<file path="src/rtl/ppu_settings.svh">
`ifndef PPU_SETTINGS_SVH
`define PPU_SETTINGS_SVH

// Bus widths
`define PPU_ADDR_W 12
`define PPU_DATA_W 32
`define PPU_COLOR_W 24

// Palette geometry
`define PPU_PAL_ENTRIES 8

// Background geometry
`define PPU_TILES_PER_LINE 40
`define PPU_TILES_PER_WORD 4 // Map entries packed per memory word
`define PPU_MAP_WORDS_PER_ROW 10
`define PPU_TILE_ROWS 16 // Graphics words per tile

// Video memory regions
`define PPU_PAL_BASE 12'h000
`define PPU_MAP_BASE 12'h100
`define PPU_GFX_BASE 12'h800

`endif

</file>
<file path="src/rtl/ppu_pkg.sv">
`default_nettype none

`include "ppu_settings.svh"

package ppu_pkg;

    typedef logic [`PPU_ADDR_W-1:0] addr_t;
    typedef logic [`PPU_DATA_W-1:0] word_t;
    typedef logic [`PPU_COLOR_W-1:0] color_t; // Low bits of a palette word

    // One tile map entry, four of these per map word
    typedef struct packed {
        logic pal;
        logic [6:0] tile_id;
    } tile_entry_t;

    // One graphics row, pixel p at index p
    typedef logic [15:0][1:0] tile_gfx_t;

    typedef logic [5:0] tile_idx_t; // Tile slot on the line
    typedef logic [2:0] pal_idx_t;  // {palette bit, pixel value}

    // Who owns the read that is in flight
    typedef enum logic {
        REQ_PAL,
        REQ_TILE
    } req_id_t;

endpackage

`default_nettype wire

</file>
<file path="src/rtl/palette_loader.sv">
`default_nettype none

`include "ppu_settings.svh"

module palette_loader (
    input logic clk,
    input logic reset,
    input logic vblank,

    // Read port towards the arbiter
    output logic req,
    output ppu_pkg::addr_t addr,
    input logic gnt,
    input logic rvalid,
    input ppu_pkg::word_t rdata,

    // Lookup from the pixel stage
    input ppu_pkg::pal_idx_t pal_idx,
    output ppu_pkg::color_t pal_color
);

    import ppu_pkg::*;

    logic [3:0] iss;  // Next entry to request, stops at the entry count
    pal_idx_t cap;    // Next entry to capture

    color_t pal_mem [`PPU_PAL_ENTRIES];

    // Request stays up through vblank until every entry has been issued
    assign req = vblank && (iss < `PPU_PAL_ENTRIES);
    assign addr = addr_t'(`PPU_PAL_BASE) + addr_t'(iss);

    always_ff @(posedge clk) begin
        if (reset) begin
            iss <= 4'd0;
            cap <= '0;
        end else if (!vblank) begin
            // Rearm for the next frame
            iss <= 4'd0;
            cap <= '0;
        end else begin
            if (gnt) begin
                iss <= iss + 4'd1;
            end
            if (rvalid) begin
                cap <= cap + 1'b1;
            end
        end
    end

    // Color table, old colors stay until the next load overwrites them
    always_ff @(posedge clk) begin
        if (vblank && rvalid) begin
            pal_mem[cap] <= rdata[`PPU_COLOR_W-1:0];
        end
    end

    assign pal_color = pal_mem[pal_idx]; // Combinational lookup

endmodule

`default_nettype wire

</file>
<file path="src/rtl/pixel_output.sv">
`default_nettype none

`include "ppu_settings.svh"

module pixel_output (
    input logic clk,
    input logic reset,
    input logic vblank,
    input logic hsync,
    input logic [10:0] hcount,

    // Line buffer fill from the fetcher
    input logic lb_wr,
    input ppu_pkg::tile_idx_t lb_idx,
    input logic lb_pal,
    input ppu_pkg::tile_gfx_t lb_gfx,

    // Palette lookup
    output ppu_pkg::pal_idx_t pal_idx,
    input ppu_pkg::color_t pal_color,

    output ppu_pkg::color_t pixel_color
);

    import ppu_pkg::*;

    tile_gfx_t gfx_buf [`PPU_TILES_PER_LINE];
    logic pal_buf [`PPU_TILES_PER_LINE];

    tile_idx_t slot;
    logic [3:0] px;
    tile_gfx_t cur_gfx;

    always_ff @(posedge clk) begin
        if (lb_wr) begin
            gfx_buf[lb_idx] <= lb_gfx;
            pal_buf[lb_idx] <= lb_pal;
        end
    end

    // Each tile spans 32 hcounts, every pixel shown twice
    assign slot = hcount[10:5];
    assign px = hcount[4:1];
    assign cur_gfx = gfx_buf[slot];

    assign pal_idx = {pal_buf[slot], cur_gfx[px]}; // Palette bit selects upper half

    always_ff @(posedge clk) begin
        if (reset) begin
            pixel_color <= '0;
        end else if (!vblank && !hsync) begin
            pixel_color <= pal_color;
        end
    end

endmodule

`default_nettype wire

</file>
<file path="src/rtl/ppu_top.sv">
`default_nettype none

module ppu_top (
    input logic clk,
    input logic reset,
    input logic vblank,
    input logic hsync,
    input logic [10:0] hcount,
    input logic [9:0] vcount,
    output ppu_pkg::color_t pixel_color,

    // Shared video memory read port
    output logic mem_rd,
    output ppu_pkg::addr_t mem_addr,
    input ppu_pkg::word_t mem_rdata
);

    import ppu_pkg::*;

    logic pal_req;
    addr_t pal_addr;
    logic pal_gnt;
    logic pal_rvalid;

    logic tile_req;
    addr_t tile_addr;
    logic tile_gnt;
    logic tile_rvalid;

    word_t rdata;

    logic lb_wr;
    tile_idx_t lb_idx;
    logic lb_pal;
    tile_gfx_t lb_gfx;

    pal_idx_t pal_idx;
    color_t pal_color;

    vram_arbiter arb0 (
        .clk, .reset,
        .pal_req, .pal_addr, .pal_gnt, .pal_rvalid,
        .tile_req, .tile_addr, .tile_gnt, .tile_rvalid,
        .rdata,
        .mem_rd, .mem_addr, .mem_rdata
    );

    palette_loader pal0 (
        .clk, .reset, .vblank,
        .req(pal_req), .addr(pal_addr), .gnt(pal_gnt), .rvalid(pal_rvalid), .rdata,
        .pal_idx, .pal_color
    );

    tile_line_fetcher fetch0 (
        .clk, .reset, .hsync, .vcount,
        .req(tile_req), .addr(tile_addr), .gnt(tile_gnt), .rvalid(tile_rvalid), .rdata,
        .lb_wr, .lb_idx, .lb_pal, .lb_gfx
    );

    pixel_output pix0 (
        .clk, .reset, .vblank, .hsync, .hcount,
        .lb_wr, .lb_idx, .lb_pal, .lb_gfx,
        .pal_idx, .pal_color,
        .pixel_color
    );

endmodule

`default_nettype wire

</file>
<file path="src/rtl/tile_line_fetcher.sv">
`default_nettype none

`include "ppu_settings.svh"

module tile_line_fetcher (
    input logic clk,
    input logic reset,
    input logic hsync,
    input logic [9:0] vcount,

    // Read port towards the arbiter
    output logic req,
    output ppu_pkg::addr_t addr,
    input logic gnt,
    input logic rvalid,
    input ppu_pkg::word_t rdata,

    // Line buffer write
    output logic lb_wr,
    output ppu_pkg::tile_idx_t lb_idx,
    output logic lb_pal,
    output ppu_pkg::tile_gfx_t lb_gfx
);

    import ppu_pkg::*;

    typedef enum logic [2:0] {
        ST_MAP,       // Request a map word
        ST_MAP_WAIT,
        ST_GFX,       // Request the graphics row of one entry
        ST_GFX_WAIT,
        ST_DONE       // All 40 tiles fetched for this line
    } state_t;

    state_t state;
    logic [3:0] word_idx;  // Map word within the row
    logic [1:0] ent_idx;   // Entry within the map word
    tile_entry_t [3:0] map_q;

    logic [4:0] map_row;
    logic [3:0] gfx_line;
    tile_entry_t entry;
    addr_t map_addr;
    addr_t gfx_addr;

    assign map_row = vcount[9:5];  // 32 lines per tile row
    assign gfx_line = vcount[4:1]; // Lines are doubled
    assign entry = map_q[ent_idx];

    assign map_addr = addr_t'(`PPU_MAP_BASE)
                    + addr_t'(map_row) * addr_t'(`PPU_MAP_WORDS_PER_ROW)
                    + addr_t'(word_idx);
    assign gfx_addr = addr_t'(`PPU_GFX_BASE)
                    + addr_t'(entry.tile_id) * addr_t'(`PPU_TILE_ROWS)
                    + addr_t'(gfx_line);

    assign req = hsync && ((state == ST_MAP) || (state == ST_GFX));
    assign addr = (state == ST_MAP) ? map_addr : gfx_addr;

    always_ff @(posedge clk) begin
        if (reset) begin
            state <= ST_MAP;
            word_idx <= 4'd0;
            ent_idx <= 2'd0;
        end else if (!hsync) begin
            state <= ST_MAP;
            word_idx <= 4'd0;
            ent_idx <= 2'd0;
        end else begin
            case (state)
                ST_MAP: begin
                    if (gnt) state <= ST_MAP_WAIT;
                end
                ST_MAP_WAIT: begin
                    if (rvalid) begin
                        ent_idx <= 2'd0;
                        state <= ST_GFX;
                    end
                end
                ST_GFX: begin
                    if (gnt) state <= ST_GFX_WAIT;
                end
                ST_GFX_WAIT: begin
                    if (rvalid) begin
                        if (ent_idx == 2'(`PPU_TILES_PER_WORD - 1)) begin
                            ent_idx <= 2'd0;
                            if (word_idx == 4'(`PPU_MAP_WORDS_PER_ROW - 1)) begin
                                state <= ST_DONE;
                            end else begin
                                word_idx <= word_idx + 4'd1;
                                state <= ST_MAP;
                            end
                        end else begin
                            ent_idx <= ent_idx + 2'd1;
                            state <= ST_GFX;
                        end
                    end
                end
                default: state <= ST_DONE; // Hold until hsync drops
            endcase
        end
    end

    // Map word is payload, kept while its four entries are used
    always_ff @(posedge clk) begin
        if ((state == ST_MAP_WAIT) && rvalid) begin
            map_q <= rdata;
        end
    end

    // Returned graphics row goes straight into slot 4w+k
    assign lb_wr = rvalid && (state == ST_GFX_WAIT);
    assign lb_idx = {word_idx, ent_idx};
    assign lb_pal = entry.pal;
    assign lb_gfx = rdata;

endmodule

`default_nettype wire

</file>
<file path="src/rtl/vram_arbiter.sv">
`default_nettype none

module vram_arbiter (
    input logic clk,
    input logic reset,

    input logic pal_req,
    input ppu_pkg::addr_t pal_addr,
    output logic pal_gnt,
    output logic pal_rvalid,

    input logic tile_req,
    input ppu_pkg::addr_t tile_addr,
    output logic tile_gnt,
    output logic tile_rvalid,

    output ppu_pkg::word_t rdata, // Shared return data

    output logic mem_rd,
    output ppu_pkg::addr_t mem_addr,
    input ppu_pkg::word_t mem_rdata
);

    import ppu_pkg::*;

    logic rd_q;        // A read was issued last cycle
    req_id_t last_id;  // Owner of that read

    // Palette loader wins any conflict
    always_comb begin
        pal_gnt = pal_req;
        tile_gnt = tile_req && !pal_req;
        mem_rd = pal_req || tile_req;
        mem_addr = pal_req ? pal_addr : tile_addr;
    end

    always_ff @(posedge clk) begin
        if (reset) begin
            rd_q <= 1'b0;
            last_id <= REQ_PAL;
        end else begin
            rd_q <= mem_rd;
            if (mem_rd) begin
                last_id <= pal_gnt ? REQ_PAL : REQ_TILE;
            end
        end
    end

    // Memory answers one cycle after the strobe, steer it to the owner
    assign pal_rvalid = rd_q && (last_id == REQ_PAL);
    assign tile_rvalid = rd_q && (last_id == REQ_TILE);
    assign rdata = mem_rdata;

endmodule

`default_nettype wire

</file>
<file path="config.mk">
export PLATFORM = sky130hd
export DESIGN_NAME = ppu_top
export DESIGN_NICKNAME = d
export VERILOG_FILES = /design/src/rtl/ppu_pkg.sv /design/src/rtl/palette_loader.sv /design/src/rtl/pixel_output.sv /design/src/rtl/ppu_top.sv /design/src/rtl/tile_line_fetcher.sv /design/src/rtl/vram_arbiter.sv
export VERILOG_INCLUDE_DIRS = /design/src /design/src/rtl
export SDC_FILE = /design/constraint.sdc
export NUM_CORES = 1
export LEC_CHECK = 0
export BUFFER_PORTS_ARGS = -buffer_cell sky130_fd_sc_hd__buf_2
export CAP_MARGIN = 10
export CORE_ASPECT_RATIO = 1.1
export CORE_MARGIN = 2
export CORE_UTILIZATION = 62
export CTS_CLUSTER_SIZE = 14
export DETAILED_ROUTE_END_ITERATION = 12
export PLACE_DENSITY = 0.79
export SLEW_MARGIN = 20
export SYNTH_ARGS = -nofsm -noshare
export SYNTH_HDL_FRONTEND = slang
export SYNTH_SLANG_ARGS = --single-unit
</file>
<file path="constraint.sdc">
create_clock -name clk -period 5.25 [get_ports clk]
set_input_delay 1.05 -clock clk [delete_from_list [all_inputs] [get_ports clk]]
set_output_delay 1.05 -clock clk [all_outputs]
set_load 0.01 [all_outputs]
</file>
==> flow_metrics.py <==
metrics = {
    "clock_tree": {
        "cts_htree_levels": 4,
        "insertion_delay_ns": 0.77,
        "cts_buffer_depth": 3,
        "postCtsSetupBuffers": 0,
        "cts_hold_buf": 0,
        "cts_resized": 0,
        "cts_tree": "yes",
        "cts_made_buffers": 148,
        "cts_sinks": 1586,
        "clk_pin_slew_ns": 0.06,
        "clockRootBuffer": "clkbuf_16",
    },
    "worst_setup_path": {
        "crit_chain": "buf_8 > buf_12 > mux4_2 > o311ai_0 > buf_4 > a41oi_1 > o221ai_1 > a32oi_1 > o221ai_2 > o21ai_4 > or3_1 > buf_4 > o22ai_2 > nor3_1",
        "slowest_stage": "o311ai_0",
        "worstSetupPathType": "input port to flop",
        "start_kind": "input port",
        "path_delay_family": "compound AO/OA/AOI/OAI gates",
        "crit_top_cell": "buf_4",
        "worst-path-max-fanout": 64,
        "slowest_delay_ns": 0.76,
        "cp.buffers_inverters": 4,
        "required_ns": 5.89,
        "arrival_ns": 5.37,
        "end_kind": "flop",
    },
    "place": {
        "post-dp-hpwl_mm": 96.84,
        "gp_congestion": 0.8634,
        "port_buffers": 91,
        "post-place-ws_ns": -0.04629,
    },
    "min_path": {
        "hp-class": "flop to flop",
    },
    "logic_synthesis": {
        "synthTopCellsByCount": "edfxtp_1 (1544), mux4_2 (255), mux2i_1 (248)",
        "netlist.area_leader.share_pct": 74.62,
        "synthTopCellsByArea": "edfxtp_1 (75%), mux4_2 (9.2%), mux2i_1 (4.0%), dfxtp_1 (1.4%), nor2_1 (1.0%)",
        "synth_cell_types": 83,
        "ys_seq_area_share_pct": 75.97,
        "syn_area_per_cell_um2": 19.71,
        "syn-cell-area_um2": 62130,
        "synthArstFlopShare_pct": 0,
        "ys_seq_elements": 1586,
        "synthCells": 3152,
        "yosys.area.top_type": "edfxtp_1",
        "synth_most_common_cell": "edfxtp_1",
        "synth_edf_count": 1544,
        "synth_ff_type": "edfxtp_1",
        "synth_nets": 3225,
        "yosys_warnings": 0,
    },
    "drt": {
        "wirelength_mm": 167.9,
        "drt-initial-drc-count": 5274,
        "wire_per_inst_um": 34.80,
        "route.detailed.drc": 0,
        "drt-vias-per-instance": 7.065,
        "drt-pass1-iter-count": 9,
        "antenna_left": 0,
        "via_count": 34080,
    },
    "power": {
        "intPower_uw": 20080,
        "power_frac_comb_pct": 5.9,
        "switchingPower_uw": 5525,
        "power.share.clock_pct": 39.7,
        "finalPower_uw": 25610,
        "swShare_pct": 21.58,
        "powerDensity_nw_per_um2": 366.7,
        "power.leakage_uw": 0.02287,
        "vdd_drop_max_mv": 0.3124,
        "power_frac_seq_pct": 54.4,
    },
    "cells_and_area": {
        "nNetsFinal": 3495,
        "drive_gt1_share_pct": 24.33,
        "final_util_pct": 70.43,
        "nFillCells": 5604,
        "area_growth_pct": 12.41,
    },
    "floorplanning": {
        "fp.dieW_um": 305.8,
        "rows": 121,
        "dieArea_um2": 102800,
        "core_area_um2": 99160,
        "die_h_um": 336.0,
        "io_pins": 94,
        "initial_utilization_pct": 62.66,
    },
    "global_route": {
        "antenna_found_initial": 9,
        "grt_overflow": 0,
        "grtUsageTotal_pct": 32.96,
        "grt_max_degree": 65,
        "grt_pass1_wl_mm": 238.5,
        "grt_pass1_vias": 34440,
    },
    "sta": {
        "hold_viol": 0,
        "skew_ns": 0.03039,
        "period_share_pct": 90.14,
        "final.setup.worst_slack_ns": 0.5178,
        "fmax_mhz": 211.3,
        "setup_viol": 0,
        "final.setup.tns_ns": 0,
        "worst_pin_slew_ns": 1.180,
        "slew_viol_final": 0,
        "rsz0062_at_grt": "false",
        "min_period_ns": 4.732,
        "max_slew_margin_pct": 21.17,
    },
    "run": {
        "drv_cap": 0,
    },
    "status": {
        "status": "complete, no violations",
    },
}
==> tightest hold or removal path: cells and delay by family (launching register included) <==
| kind | cells | cell delay [ns] |
|---|---|---|
| simple gates | 1 | 0.05 |
| flops | 1 | 0.34 |
| mux | 1 | 0.14 |
==> metrics by stage <==
step | cell area (µm²) | hold slack, ns | std cells
after floorplan | 62130 | 0.5059 | 3152
after global placement | 65050 | 0.5284 | 4553
after detailed placement | 65190 | 0.5534 | 4558
after CTS | 69690 | 0.5657 | 4816
after global routing | 69840 | 0.5903 | 4822
final | 69840 | 0.5741 | 4824
==> state kept, by name, summed over array words and instances, names as in the netlist <==
name / count
arb0.last_id: 1
arb0.rd_q: 1
fetch0.ent_idx: 2
fetch0.map_q: 32
fetch0.state: 3
fetch0.word_idx: 4
pal0.cap: 3
pal0.iss: 4
pal0.pal_mem: 192
pix0.gfx_buf: 1280
pix0.pal_buf: 40
pix0.pixel_color: 24
==> worst paths after layout <==
kind	slack [ns]	cells past startpoint	end	from
setup reg to reg	1.30	11	pix0.pixel_color[19]$_SDFFE_PP0P_	pix0.gfx_buf[31][21]$_DFFE_PP_
setup / recovery	0.52	14	pix0.pixel_color[20]$_SDFFE_PP0P_	hcount[6]
hold / removal	0.57	2	pal0.iss[1]$_SDFFE_PP0P_	pal0.iss[1]$_SDFFE_PP0P_
hold reg to reg	0.57	2	pal0.iss[1]$_SDFFE_PP0P_	pal0.iss[1]$_SDFFE_PP0P_
==> cell families after synthesis <==
| logic type | share of synthesized area, % |
|---|---|
| flip-flops | 75.97 |
| buffers and inverters | 1.832 |
| multiplexers | 14.13 |
| AO/OA/AOI/OAI | 3.955 |
| adder cells (fa/ha/maj) | 0.3464 |
| XOR/XNOR | 0.1551 |
| AND/OR/NAND/NOR | 3.607 |
==> layout make-up <==
cell class	count	area (µm²)	share of cell area, %
Clock inverter	74	638.1	0.9136
Inverter	10	37.54	0.05374
Multi-Input combinational cell	1391	14160	20.28
Timing Repair Buffer	285	2320	3.321
Sequential cell	1586	47210	67.59
Tap cell	1291	1615	2.313
Clock buffer	184	3860	5.526
Antenna cell	3	7.507	0.01075
==> layer usage <==
layer  wire length (µm)  track usage, %
met5                 38               0
met4               9770           17.67
met3              20770           7.456
met2              81170           53.36
met1              56120           42.21
==> power by group through the flow <==
stage | combinational (µW) | clock, µW | sequential (µW)
4_1_cts | 1490 | 10200 | 13900
3_5_place_dp | 1470 | 0 | 14200
5_1_grt | 1580 | 10600 | 13900
6_report | 1520 | 10200 | 13900
2_1_floorplan | 853 | 0 | 14200
3_3_place_gp | 1420 | 0 | 14200
==> placed cells by master, fill, tap and decap left out, types with 35 or more instances in the layout <==
cell type / count
a22oi_1: 67
buf_4: 175
nor2_4: 41
a21oi_1: 56
o21ai_0: 37
nand3_1: 35
clkbuf_1: 35
buf_2: 83
edfxtp_1: 1544
mux2i_1: 248
mux4_2: 255
nor2_1: 121
clkbuf_16: 149
nand2_1: 121
dfxtp_1: 42
No activity file was read; power rests on OpenSTA's default activity.
